### config.mk
export PLATFORM = sky130hd
export DESIGN_NAME = pcs_capture_top
export DESIGN_NICKNAME = d
export VERILOG_FILES = /design/src/source/pcs_pkg.sv /design/src/source/pcs_encoder_66b.sv /design/src/source/capture_bram.sv /design/src/source/capture_control.sv /design/src/source/capture_regs.sv /design/src/source/pcs_capture_top.sv
export VERILOG_INCLUDE_DIRS = /design/src /design/src/source
export SDC_FILE = /design/constraint.sdc
export NUM_CORES = 2
export LEC_CHECK = 0
export CORE_MARGIN = 10
export CORE_UTILIZATION = 53
export DETAILED_ROUTE_END_ITERATION = 12
export DONT_BUFFER_PORTS = 1
export PLACE_DENSITY = 0.69
export SLEW_MARGIN = 5
export SYNTH_ARGS = -nofsm -noshare
export SYNTH_HDL_FRONTEND = slang
export SYNTH_SLANG_ARGS = --single-unit
### constraint.sdc
create_clock -name i_clock -period 4.4 [get_ports i_clock]
set_clock_uncertainty 0.2 [all_clocks]
set_input_delay 0.88 -clock i_clock [delete_from_list [all_inputs] [get_ports i_clock]]
set_output_delay 0.88 -clock i_clock [all_outputs]
set_load 0.05 [all_outputs]
### src/source/pcs_cfg.svh
`ifndef PCS_CFG_SVH
`define PCS_CFG_SVH

// capture address width, depth is 2**PCS_ADDR_NBIT
`define PCS_ADDR_NBIT 5

// one encoded block, sync header included
`define PCS_BLOCK_WIDTH 66

// block class as stored in the class memory
`define PCS_TYPE_WIDTH 4

// host register interface
`define PCS_HOST_ADDR_WIDTH 3
`define PCS_HOST_DATA_WIDTH 32

`endif

### src/source/pcs_pkg.sv
`include "pcs_cfg.svh"

package pcs_pkg;

    // class of each encoded block
    typedef enum logic [`PCS_TYPE_WIDTH-1:0] {
        BLK_DATA  = 4'd0,
        BLK_IDLE  = 4'd1,
        BLK_START = 4'd2,
        BLK_TERM  = 4'd3,
        BLK_ERROR = 4'd4
    } block_class_e;

    // data view: sync header and eight data bytes
    typedef struct packed {
        logic [1:0]                    sync;
        logic [`PCS_BLOCK_WIDTH-3:0]   payload;
    } pcs_data_block_t;

    // control view: sync header, type byte and the rest of the block
    typedef struct packed {
        logic [1:0]                    sync;
        logic [7:0]                    block_type;
        logic [`PCS_BLOCK_WIDTH-11:0]  body;
    } pcs_ctrl_block_t;

    typedef union packed {
        pcs_data_block_t data;
        pcs_ctrl_block_t ctrl;
    } pcs_block_u;

    localparam logic [1:0] SYNC_DATA = 2'b01;
    localparam logic [1:0] SYNC_CTRL = 2'b10;

    // block type field values
    localparam logic [7:0] BT_IDLE   = 8'h1E;
    localparam logic [7:0] BT_START0 = 8'h78;
    localparam logic [7:0] BT_TERM0  = 8'h87;
    localparam logic [7:0] BT_TERM1  = 8'h99;
    localparam logic [7:0] BT_TERM2  = 8'hAA;
    localparam logic [7:0] BT_TERM3  = 8'hB4;
    localparam logic [7:0] BT_TERM4  = 8'hCC;
    localparam logic [7:0] BT_TERM5  = 8'hD2;
    localparam logic [7:0] BT_TERM6  = 8'hE1;
    localparam logic [7:0] BT_TERM7  = 8'hFF;

    // 7-bit control codes inside a control block
    localparam logic [6:0] CTL_IDLE  = 7'h00;
    localparam logic [6:0] CTL_ERROR = 7'h1E;

    // xgmii control characters
    localparam logic [7:0] XGMII_IDLE  = 8'h07;
    localparam logic [7:0] XGMII_START = 8'hFB;
    localparam logic [7:0] XGMII_TERM  = 8'hFD;

    // host register map
    localparam logic [`PCS_HOST_ADDR_WIDTH-1:0] REG_CONTROL   = 3'd0;
    localparam logic [`PCS_HOST_ADDR_WIDTH-1:0] REG_STATUS    = 3'd1;
    localparam logic [`PCS_HOST_ADDR_WIDTH-1:0] REG_READ_ADDR = 3'd2;
    localparam logic [`PCS_HOST_ADDR_WIDTH-1:0] REG_DATA_LO   = 3'd3;
    localparam logic [`PCS_HOST_ADDR_WIDTH-1:0] REG_DATA_MID  = 3'd4;
    localparam logic [`PCS_HOST_ADDR_WIDTH-1:0] REG_DATA_HI   = 3'd5;

endpackage

### src/source/pcs_encoder_66b.sv
`timescale 1ns/1ps
`include "pcs_cfg.svh"

module pcs_encoder_66b
(
    input  logic                         i_clock,
    input  logic                         i_reset,
    input  logic [`PCS_BLOCK_WIDTH-3:0]  i_xgmii_data,
    input  logic [7:0]                   i_xgmii_ctrl,
    output pcs_pkg::pcs_block_u          o_block,
    output pcs_pkg::block_class_e        o_block_class
);

    import pcs_pkg::*;

    logic [7:0]    lane_idle;
    logic          all_idle;
    logic          start_lane0;
    logic          term_found;
    logic [2:0]    term_lane;
    logic [7:0]    term_type;
    logic [55:0]   term_mask;
    pcs_block_u    next_block;
    block_class_e  next_class;

    // a lane is idle when its control bit is set and it carries the idle character
    always_comb
    begin
        for (int i = 0; i < 8; i++)
        begin
            lane_idle[i] = i_xgmii_ctrl[i] && (i_xgmii_data[8*i +: 8] == XGMII_IDLE);
        end
    end

    assign all_idle    = &lane_idle;
    assign start_lane0 = (i_xgmii_ctrl == 8'h01) && (i_xgmii_data[7:0] == XGMII_START);

    // terminate in lane k needs data below it and idle in every lane above it
    always_comb
    begin
        term_found = 1'b0;
        term_lane  = 3'd0;
        for (int k = 0; k < 8; k++)
        begin
            if ((i_xgmii_ctrl == (8'hFF << k))
                && (i_xgmii_data[8*k +: 8] == XGMII_TERM)
                && ((lane_idle & (8'hFE << k)) == (8'hFE << k)))
            begin
                term_found = 1'b1;
                term_lane  = 3'(k);
            end
        end
    end

    always_comb
    begin
        case (term_lane)
            3'd0:    term_type = BT_TERM0;
            3'd1:    term_type = BT_TERM1;
            3'd2:    term_type = BT_TERM2;
            3'd3:    term_type = BT_TERM3;
            3'd4:    term_type = BT_TERM4;
            3'd5:    term_type = BT_TERM5;
            3'd6:    term_type = BT_TERM6;
            default: term_type = BT_TERM7;
        endcase
    end

    // keeps the data bytes in front of the terminate, zero codes after them
    assign term_mask = ~({56{1'b1}} << (8 * term_lane));

    always_comb
    begin
        next_block = '0;
        next_class = BLK_ERROR;
        if (i_xgmii_ctrl == 8'h00)
        begin
            next_block.data.sync    = SYNC_DATA;
            next_block.data.payload = i_xgmii_data;
            next_class              = BLK_DATA;
        end
        else
        begin
            next_block.ctrl.sync = SYNC_CTRL;
            if (all_idle)
            begin
                next_block.ctrl.block_type = BT_IDLE;
                next_block.ctrl.body       = {8{CTL_IDLE}};
                next_class                 = BLK_IDLE;
            end
            else if (start_lane0)
            begin
                // lane 0 holds the start, lanes 1 to 7 go through as data
                next_block.ctrl.block_type = BT_START0;
                next_block.ctrl.body       = i_xgmii_data[63:8];
                next_class                 = BLK_START;
            end
            else if (term_found)
            begin
                next_block.ctrl.block_type = term_type;
                next_block.ctrl.body       = i_xgmii_data[55:0] & term_mask;
                next_class                 = BLK_TERM;
            end
            else
            begin
                next_block.ctrl.block_type = BT_IDLE;
                next_block.ctrl.body       = {8{CTL_ERROR}};
                next_class                 = BLK_ERROR;
            end
        end
    end

    always_ff @(posedge i_clock)
    begin
        if (i_reset)
        begin
            o_block       <= '0;
            o_block_class <= BLK_DATA;
        end
        else
        begin
            o_block       <= next_block;
            o_block_class <= next_class;
        end
    end

    // the first block after reset is the first one that must carry a legal header
    a_sync_header_legal: assert property (
        @(posedge i_clock) disable iff (i_reset)
        1'b1 |=> ((o_block.data.sync == SYNC_DATA) || (o_block.data.sync == SYNC_CTRL))
    );

endmodule

### src/source/capture_bram.sv
`timescale 1ns/1ps
`include "pcs_cfg.svh"

module capture_bram
#(
    parameter int WIDTH = `PCS_BLOCK_WIDTH
)
(
    input  logic                       i_clock,
    input  logic                       i_write_enable,
    input  logic [`PCS_ADDR_NBIT-1:0]  i_write_addr,
    input  logic                       i_read_enable,
    input  logic [`PCS_ADDR_NBIT-1:0]  i_read_addr,
    input  logic [WIDTH-1:0]           i_data,
    output logic [WIDTH-1:0]           o_data
);

    localparam int DEPTH = 2 ** `PCS_ADDR_NBIT;

    logic [WIDTH-1:0] mem [DEPTH];

    always_ff @(posedge i_clock)
    begin
        if (i_write_enable)
        begin
            mem[i_write_addr] <= i_data;
        end
        // registered read, one cycle of latency
        if (i_read_enable)
        begin
            o_data <= mem[i_read_addr];
        end
    end

    a_write_addr_known: assert property (
        @(posedge i_clock) i_write_enable |-> !$isunknown(i_write_addr)
    );

endmodule

### src/source/capture_control.sv
`timescale 1ns/1ps
`include "pcs_cfg.svh"

module capture_control
(
    input  logic                       i_clock,
    input  logic                       i_reset,
    input  logic                       i_run,
    input  logic                       i_read,
    input  logic [`PCS_ADDR_NBIT-1:0]  i_read_addr,
    output logic                       o_write_enable,
    output logic [`PCS_ADDR_NBIT-1:0]  o_write_addr,
    output logic                       o_read_enable,
    output logic [`PCS_ADDR_NBIT-1:0]  o_read_addr,
    output logic                       o_full,
    output logic                       o_read_done
);

    import pcs_pkg::*;

    logic                      run_q;
    logic                      run_edge;
    logic                      capturing;
    // one extra bit so the count can reach the depth itself
    logic [`PCS_ADDR_NBIT:0]   addr_count;

    assign run_edge = i_run && !run_q;

    // both memories share this write port
    assign o_write_enable = capturing && !addr_count[`PCS_ADDR_NBIT];
    assign o_write_addr   = addr_count[`PCS_ADDR_NBIT-1:0];

    // host reads only reach the memories once the capture is complete
    assign o_read_enable = i_read && o_full;
    assign o_read_addr   = i_read_addr;

    always_ff @(posedge i_clock)
    begin
        if (i_reset)
        begin
            run_q       <= 1'b0;
            capturing   <= 1'b0;
            addr_count  <= '0;
            o_full      <= 1'b0;
            o_read_done <= 1'b0;
        end
        else
        begin
            run_q       <= i_run;
            o_read_done <= o_read_enable;

            if (run_edge)
            begin
                // a new rising edge restarts the capture, even mid-run
                addr_count <= '0;
                capturing  <= 1'b1;
                o_full     <= 1'b0;
            end
            else if (capturing)
            begin
                if (addr_count[`PCS_ADDR_NBIT])
                begin
                    capturing <= 1'b0;
                    o_full    <= 1'b1;
                end
                else
                begin
                    addr_count <= addr_count + 1'b1;
                end
            end
        end
    end

    a_no_write_when_full: assert property (
        @(posedge i_clock) disable iff (i_reset)
        o_full |-> !o_write_enable
    );

endmodule

### src/source/capture_regs.sv
`timescale 1ns/1ps
`include "pcs_cfg.svh"

module capture_regs
(
    input  logic                             i_clock,
    input  logic                             i_reset,
    input  logic                             i_host_write,
    input  logic                             i_host_read,
    input  logic [`PCS_HOST_ADDR_WIDTH-1:0]  i_host_addr,
    input  logic [`PCS_HOST_DATA_WIDTH-1:0]  i_host_wdata,
    input  logic                             i_full,
    input  logic                             i_read_done,
    input  logic [`PCS_BLOCK_WIDTH-1:0]      i_block,
    input  logic [`PCS_TYPE_WIDTH-1:0]       i_block_class,
    output logic [`PCS_HOST_DATA_WIDTH-1:0]  o_host_rdata,
    output logic                             o_run,
    output logic                             o_read,
    output logic [`PCS_ADDR_NBIT-1:0]        o_read_addr
);

    import pcs_pkg::*;

    logic                             read_valid;
    logic [`PCS_BLOCK_WIDTH-1:0]      data_block;
    logic [`PCS_TYPE_WIDTH-1:0]       data_class;
    logic [`PCS_HOST_DATA_WIDTH-1:0]  rdata_mux;

    always_ff @(posedge i_clock)
    begin
        if (i_reset)
        begin
            o_run       <= 1'b0;
            o_read      <= 1'b0;
            o_read_addr <= '0;
            read_valid  <= 1'b0;
        end
        else
        begin
            o_read <= 1'b0;
            if (i_read_done)
            begin
                read_valid <= 1'b1;
            end
            // a new read address launches a read and drops the old result
            if (i_host_write)
            begin
                case (i_host_addr)
                    REG_CONTROL:
                    begin
                        o_run <= i_host_wdata[0];
                    end
                    REG_READ_ADDR:
                    begin
                        o_read_addr <= i_host_wdata[`PCS_ADDR_NBIT-1:0];
                        o_read      <= 1'b1;
                        read_valid  <= 1'b0;
                    end
                    default:
                    begin
                    end
                endcase
            end
        end
    end

    // memory words arrive together with read done
    always_ff @(posedge i_clock)
    begin
        if (i_read_done)
        begin
            data_block <= i_block;
            data_class <= i_block_class;
        end
    end

    always_comb
    begin
        rdata_mux = '0;
        case (i_host_addr)
            REG_CONTROL:   rdata_mux[0] = o_run;
            REG_STATUS:    rdata_mux[1:0] = {read_valid, i_full};
            REG_READ_ADDR: rdata_mux[`PCS_ADDR_NBIT-1:0] = o_read_addr;
            REG_DATA_LO:   rdata_mux = data_block[31:0];
            REG_DATA_MID:  rdata_mux = data_block[63:32];
            REG_DATA_HI:
            begin
                rdata_mux[1:0] = data_block[65:64];
                rdata_mux[7:4] = data_class;
            end
            default:       rdata_mux = '0;
        endcase
    end

    always_ff @(posedge i_clock)
    begin
        if (i_reset)
        begin
            o_host_rdata <= '0;
        end
        else if (i_host_read)
        begin
            o_host_rdata <= rdata_mux;
        end
    end

endmodule

### src/source/pcs_capture_top.sv
`timescale 1ns/1ps
`include "pcs_cfg.svh"

module pcs_capture_top
(
    input  logic                             i_clock,
    input  logic                             i_reset,
    input  logic [`PCS_BLOCK_WIDTH-3:0]      i_xgmii_data,
    input  logic [7:0]                       i_xgmii_ctrl,
    output pcs_pkg::pcs_block_u              o_block,
    output pcs_pkg::block_class_e            o_block_class,
    input  logic                             i_host_write,
    input  logic                             i_host_read,
    input  logic [`PCS_HOST_ADDR_WIDTH-1:0]  i_host_addr,
    input  logic [`PCS_HOST_DATA_WIDTH-1:0]  i_host_wdata,
    output logic [`PCS_HOST_DATA_WIDTH-1:0]  o_host_rdata
);

    import pcs_pkg::*;

    logic                            run;
    logic                            read;
    logic [`PCS_ADDR_NBIT-1:0]       read_addr;
    logic                            write_enable;
    logic [`PCS_ADDR_NBIT-1:0]       write_addr;
    logic                            read_enable;
    logic [`PCS_ADDR_NBIT-1:0]       ram_read_addr;
    logic                            full;
    logic                            read_done;
    logic [`PCS_BLOCK_WIDTH-1:0]     ram_block;
    logic [`PCS_TYPE_WIDTH-1:0]      ram_class;

    pcs_encoder_66b u_encoder (
        .i_clock       (i_clock),
        .i_reset       (i_reset),
        .i_xgmii_data  (i_xgmii_data),
        .i_xgmii_ctrl  (i_xgmii_ctrl),
        .o_block       (o_block),
        .o_block_class (o_block_class)
    );

    capture_control u_control (
        .i_clock        (i_clock),
        .i_reset        (i_reset),
        .i_run          (run),
        .i_read         (read),
        .i_read_addr    (read_addr),
        .o_write_enable (write_enable),
        .o_write_addr   (write_addr),
        .o_read_enable  (read_enable),
        .o_read_addr    (ram_read_addr),
        .o_full         (full),
        .o_read_done    (read_done)
    );

    // same control drives both memories
    capture_bram #(.WIDTH(`PCS_BLOCK_WIDTH)) u_block_ram (
        .i_clock        (i_clock),
        .i_write_enable (write_enable),
        .i_write_addr   (write_addr),
        .i_read_enable  (read_enable),
        .i_read_addr    (ram_read_addr),
        .i_data         (o_block),
        .o_data         (ram_block)
    );

    capture_bram #(.WIDTH(`PCS_TYPE_WIDTH)) u_class_ram (
        .i_clock        (i_clock),
        .i_write_enable (write_enable),
        .i_write_addr   (write_addr),
        .i_read_enable  (read_enable),
        .i_read_addr    (ram_read_addr),
        .i_data         (o_block_class),
        .o_data         (ram_class)
    );

    capture_regs u_regs (
        .i_clock       (i_clock),
        .i_reset       (i_reset),
        .i_host_write  (i_host_write),
        .i_host_read   (i_host_read),
        .i_host_addr   (i_host_addr),
        .i_host_wdata  (i_host_wdata),
        .i_full        (full),
        .i_read_done   (read_done),
        .i_block       (ram_block),
        .i_block_class (ram_class),
        .o_host_rdata  (o_host_rdata),
        .o_run         (run),
        .o_read        (read),
        .o_read_addr   (read_addr)
    );

endmodule

# After elaboration in Yosys (flattened, before gate mapping)
# Memories as Yosys holds them, arrays and structs flattened. A register that Yosys moved wholly into a read port is not among the register bits.
# Cells that the tools add are included.
# totals
ff_bits,193
ram_bits,2208
output_inout_bits,102
n_memories,2
# op_classes
add_sub_neg,1
n_eq_ne,43
n_shift,1
muxes,39
bitwise_logic,4
n_reduce_logical,42
# mem_list
name,depth,word_bits,read_ports,rd_clocked_by_memory_dff,wr,line,text
u_block_ram.mem,32,66,1,1,1,capture_bram.sv:20,logic [WIDTH-1:0] mem [DEPTH];
u_class_ram.mem,32,3,1,1,1,capture_bram.sv:20,
# ops
op,count
2-to-1 mux 64 bit,3
"== test 8 bit, second input constant",17
2-to-1 mux 66 bit,1
"== test 8 x 3 -> 1 bit, second input constant",8
AND 56 bit,1
NOT 56 bit,1
"left shift 56 x 6 -> 56 bit, first input constant",1
case mux 7 bit (7 select lines),1
case mux 24 bit (2 select lines),1
logical AND 1 bit,27
2-to-1 mux 3 bit,7
2-to-1 mux 1 bit,19
"== test 3 bit, second input constant",6
"== test 3 x 2 -> 1 bit, second input constant",4
case mux 3 bit (3 select lines),1
"== test 8 x 1 -> 1 bit, second input constant",1
logical NOT 8 bit,1
AND reduction 2 bit,4
AND reduction 8 bit,1
"== test 7 bit, second input constant",1
"adder 6 x 1 -> 6 bit, second input constant",1
"== test 3 x 1 -> 1 bit, second input constant",2
"== test 6 bit, second input constant",1
logical NOT 3 bit,2
14 further kinds,18

# Depth between registers and ports, before layout
# logic_depth
depth_word,18
ltp_mapped,13
mapped_depth_nobuf,12

# By module
# From an unflattened synthesis, not the netlist that was laid out.
# unflattened
hier_cells,4071
hier_area_um2,94958.6
# by_module_without_submodules
module,n_inst,cells_per_inst,area_each_um2,seq_area_each_um2
capture_bram at u_block_ram,1,3197,82112.5,65402.7
capture_bram at u_class_ram,1,231,5178.7,3963.8
capture_regs,1,274,4182.8,2902.8
pcs_encoder_66b,1,319,3012.9,1381.3
capture_control,1,50,471.7,200.2

# Worst setup path before layout
# OpenSTA, ideal clock, no wires.
# synth_timing
path_type,reg-to-reg
from,register u_control.addr_count[3]
to,memory u_block_ram.mem[8][0] (netlist bit) (enable)
arrival_ns,3.963
t_required_ns,3.703
setup_slack_ns,-0.260
path_stages_with_launch,4
path_buffers,1
synth_period_minus_slack_ns,4.660
path_cell_list,dfxtp_1 clkbuf_1 or3b_2 nor2_1
# synth_lines
element,line,text
"start, declared",capture_control.sv:25,logic [`PCS_ADDR_NBIT:0] addr_count;
"start signal, assigned",capture_control.sv:68,addr_count <= addr_count + 1'b1;
"end, declared",capture_bram.sv:20,
# No word-level cell before the write port.

# Worst setup path in the final report
# layout_timing
from,input i_xgmii_data[51]
to,register u_encoder.o_block[6] (netlist bit)
# layout_via
elab_chain_cells,18
elab_cells_between_ends,40
# layout_rtl
element,line,text
"start, declared",pcs_capture_top.sv:8,"input logic [`PCS_BLOCK_WIDTH-3:0] i_xgmii_data,"
== test 8 x 3 -> 1 bit,pcs_encoder_66b.sv:31,lane_idle[i] = i_xgmii_ctrl[i] && (i_xgmii_data[8*i +: 8] == XGMII_IDLE);
logical AND 1 bit,pcs_encoder_66b.sv:31,
== test 6 bit,pcs_encoder_66b.sv:47,&& ((lane_idle & (8'hFE << k)) == (8'hFE << k)))
logical AND 1 bit,pcs_encoder_66b.sv:47,
2-to-1 mux 1 bit,pcs_encoder_66b.sv:45,if ((i_xgmii_ctrl == (8'hFF << k))
2-to-1 mux 3 bit (6 in series),pcs_encoder_66b.sv:45,
left shift 56 x 6 -> 56 bit,pcs_encoder_66b.sv:70,assign term_mask = ~({56{1'b1}} << (8 * term_lane));
NOT 56 bit,pcs_encoder_66b.sv:70,
AND 56 bit,pcs_encoder_66b.sv:101,next_block.ctrl.body = i_xgmii_data[55:0] & term_mask;
2-to-1 mux 64 bit,pcs_encoder_66b.sv:98,else if (term_found)
2-to-1 mux 64 bit,pcs_encoder_66b.sv:91,else if (start_lane0)
2-to-1 mux 64 bit *,pcs_encoder_66b.sv:85,if (all_idle)
2-to-1 mux 66 bit *,pcs_encoder_66b.sv:76,if (i_xgmii_ctrl == 8'h00)
"end signal, assigned",pcs_encoder_66b.sv:122,o_block <= next_block;
"end, declared",pcs_encoder_66b.sv:10,"output pcs_pkg::pcs_block_u o_block,"
# Mark *: on every way between the ends. The rest lies on a longest branch, timed or not.
# A chain may end at the register's enable or synchronous reset.

==> reports/summary.md <==
The post-placement cell count came out at 6231. Following the worst setup path forward leads to its endpoint at u_encoder.o_block[6]. The tools report the via count of the first global-routing pass as 44816. Along the worst path, the maximum fanout reaches 6. The tool flagged a number of max-cap violations equal to 0.

After floorplanning, the core was divided into 153 placement rows. The run gives 16.7% as the remaining max-slew budget at the tightest pin. Summing all placed instances gives a cell area of 0.0978 mm². Footprint of the flip-flops and latches: 0.0729 mm². The worst setup slack before clock tree synthesis came out at 0.185 ns. At the end of routability-driven placement, the weighted congestion stood at 0.857. The power density over the cells works out to 433 mW/mm². Of the cells placed in the final design, the portion with a size suffix greater than 1 is 30.7%. The CTS sink count is 2465.

The number of fillers in the final layout was 11732. The average routed wire per standard cell is 38.2 µm. The run gives 22 as the number of antenna violations at the first check in global routing.

On the worst path, the slowest cell contributes a delay of 0.55 ns. The width of the die is 439 µm, and the final count of negative-setup-slack endpoints is 0. The number of nets handed over by synthesis was 4027. Counting instances, the worst hold path has a depth of 2. Synthesis produced a netlist whose cell count is 3907. The tools report the final setup slack of the worst path as 0.495 ns. In this run, the number of DRC markers left after iteration 0 of detailed routing was 7041. Element type at the critical path end: a register. Type of the worst min-delay path: primary input to register. The tools report the net count reported at finish as 4358. For the finished layout, the period the worst path requires is 3.90 ns. After Yosys synthesis, and, or, nand and nor cells account for 1.38% of the synthesized area.

The clock latency on the worst-skew pair came out at 0.88 ns. The count of boundary I/O pins is 213. Setup repair after global routing left no endpoint under its margin.

The endpoint identified for the worst register-to-register timing path is u_block_ram.mem[9][3]. Leakage power of the design: 30.9 nW. The logs give 0.0195 mm² for the multi-input combinational cell area and 361000 µm for the global-route wire length before repair. The critical path is of the primary input to register type. Of the synthesized area, sequential elements account for 78.4%. The fmax is 256 MHz.

Of the available clock period, the critical path in the final layout requires 88.7%. Final hold violation count: 0. The adder-cell area share of the yosys netlist is 0.121%. The region available for standard cell placement spans 0.174 mm².

The number of port buffers is 0, and the worst path arrival time is 4.53 ns. Once detailed placement completed, the half-perimeter wirelength came to 139000 µm. Dividing the synthesized area by the synthesized cell count gives 23.8 µm². The multiplexer share of the synthesized area is 17.7%, and the maximum number of buffers from clock root to sink is 3. The count of unresolved DRC violations after routing was 0. The synthesized netlist devotes 0.0188% of its cell area to XOR and XNOR gates. The starting density of the core was 53.3%. After clock tree synthesis, the clock-pin slew on the worst setup and hold paths is 0.06 ns. The floorplan step defined a die boundary enclosing 0.193 mm². For the final max-slew violation count, the log shows 0. The logs give 4 for the maximum level of the CTS H-tree and 1.03 ns for the worst-case register-to-register setup slack.

The design draws 45.9 mW. On the final layout, the worst hold slack is 0.0755 ns. The worst register-to-register path has a depth of 4. Entering global routing, the biggest net connects 84 pins. Relative to the synthesized area, the layout overhead comes to 14.2%.

At the pin with the least slew margin, the transition time is 1.25 ns. The share of the core filled with cells in the final layout was 60.9%. Dominant combinational cell family by area after synthesis: multiplexers.

Leaving out fill and tap cells, the most frequent cells in the layout are 2346 x sky130_fd_sc_hd__edfxtp_1, 690 x sky130_fd_sc_hd__mux4_2, 234 x sky130_fd_sc_hd__clkbuf_16. The critical path goes through or4b_1, or4_4, nor4_4, a21boi_4, nand2b_1, inv_1, ha_1, buf_4, o211a_1, o31ai_4, a22o_1, dlygate4sd3_1. The count of cells resized by post-cts repair is 0, and the post-synthesis compound-gate area fraction is 1.47%. Of all flip-flops after synthesis, the portion carrying an async set or reset was 0%. In the routed layout, each cell is associated on average with a via count of 6.65. For this design, the slowest cell found on the critical path is sky130_fd_sc_hd__dlygate4sd3_1.

Clock tree root driver cell: sky130_fd_sc_hd__clkbuf_16. Once layout is done, the placed cells without fillers occupy 0.106 mm². STA classifies the critical path startpoint as a primary input. The flow ran to the end, and the final reports show no timing, DRC or antenna violations.

The flip-flop and latch count after synthesis works out to 2465. The netlist area before placement was 0.0929 mm². The routed design has 259000 µm of wire. The detailed router placed 45223 vias in this run.

For the post-CTS setup buffer count, the log shows 0. In this run the critical register-to-register path is launched from u_control.capturing. The remaining number of nets flagged by the antenna check after routing is 0, and the number of warnings printed during yosys synthesis is 0. The worst IR drop on VDD came out at 0.474 mV. Across every metal layer, demand over resource in global routing totals 26.9%.

Clock tree synthesis inserted a total of 233 buffers. For the data required time of the worst path, the log shows 5.02 ns. The number of enable-type register cells in the synthesized netlist is 2346. The library cell used most frequently in the layout, excluding fill and tap cells, is sky130_fd_sc_hd__edfxtp_1.

The residual overflow from global routing is 0. In the final timing run, aggregate negative setup slack is 0 ns. From bottom edge to top edge, the die measures 439 µm.

The flip-flop cell with the highest count after synthesis is sky130_fd_sc_hd__edfxtp_1. TritonCTS built the clock tree. The startpoint of the most critical setup path was i_xgmii_data[51]. The count of hold-fix buffers inserted at cts was 97; the number of standard cells in the layout, taps in and fillers out was 6798. Before antenna repair, the detailed router went through 6 iterations. The netlist uses 65 different library cells.
## power breakdown
part           internal, mW  switching (mW)
sequential             25.5           0.218
clock                  10.5            8.61
combinational         0.425           0.591
## synthesized netlist by cell type (14+ instances only)
cell type                   number  share of area (%)
sky130_fd_sc_hd__o21ai_0        32               0.17
sky130_fd_sc_hd__a22oi_1        26               0.21
sky130_fd_sc_hd__dfxtp_1       119                2.6
sky130_fd_sc_hd__mux2_2         69               0.84
sky130_fd_sc_hd__edfxtp_1     2346                 76
sky130_fd_sc_hd__o2bb2ai_1      28               0.26
sky130_fd_sc_hd__nand2_1        35               0.14
sky130_fd_sc_hd__buf_1          43               0.17
sky130_fd_sc_hd__mux2i_1        17               0.18
sky130_fd_sc_hd__nor2_1        128               0.52
sky130_fd_sc_hd__nor4_1         14              0.094
sky130_fd_sc_hd__a211oi_1       31               0.25
sky130_fd_sc_hd__clkbuf_1      154               0.62
sky130_fd_sc_hd__a22o_1         25               0.24
sky130_fd_sc_hd__mux4_2        690                 17
## worst min path at each step
stage / endpoint / slack (ns) / start
3_5_place_dp: u_regs.data_block[17] / 0.20 / u_block_ram.o_data[17]
3_3_place_gp: u_regs.data_block[58] / 0.20 / u_block_ram.o_data[58]
5_1_grt: u_encoder.o_block[39] / 0.04 / i_xgmii_data[47]
2_1_floorplan: u_regs.data_block[0] / 0.20 / u_block_ram.o_data[0]
6_report: u_encoder.o_block[16] / 0.08 / i_xgmii_data[24]
4_1_cts: u_encoder.o_block[39] / 0.004 / i_xgmii_data[47]
## cell families after synthesis
kind of cell	count (synthesis)
XOR/XNOR	2
other	1
AND/OR/NAND/NOR	261
AO/OA/AOI/OAI	177
multiplexers	776
adder cells (fa/ha/maj)	9
buffers and inverters	216
flip-flops	2465
## routing by layer
layer	vias to the layer above	global-route usage, %	wire length [µm]
met3	540	4.99	24000
li1	17494	-	-
met1	24308	35.2	92000
met2	2875	42.7	126000
met5	-	0	47
met4	6	15.5	17500
## cell type report
| type | count | share of cell area [%] |
|---|---|---|
| clock buffer | 295 | 5.75 |
| inverter | 10 | 0.0354 |
| antenna | 43 | 0.101 |
| timing repair buffer | 302 | 3.24 |
| multi-input combinational | 1226 | 18.4 |
| sequential | 2465 | 68.7 |
| tap | 2325 | 2.74 |
| clock inverter | 132 | 1.06 |
## critical path, delay by kind of cell
family | cells | cell delay (ns)
buf+inv | 3 | 0.82
compound gates | 4 | 0.99
simple gates | 4 | 1.54
fa+ha+maj | 1 | 0.28
## state kept, by name, indices dropped and copies added, names as in the netlist
signal                   count
u_block_ram.mem           2112
u_block_ram.o_data          66
u_class_ram.mem             96
u_class_ram.o_data           3
u_control.addr_count         6
u_control.capturing          1
u_control.o_full             1
u_control.o_read_done        1
u_control.run_q              1
u_encoder.o_block           66
u_encoder.o_block_class      3
u_regs.data_block           66
u_regs.data_class            3
u_regs.o_host_rdata         32
u_regs.o_read                1
u_regs.o_read_addr           5
u_regs.o_run                 1
u_regs.read_valid            1
No activity file was read; power rests on OpenSTA's default activity.
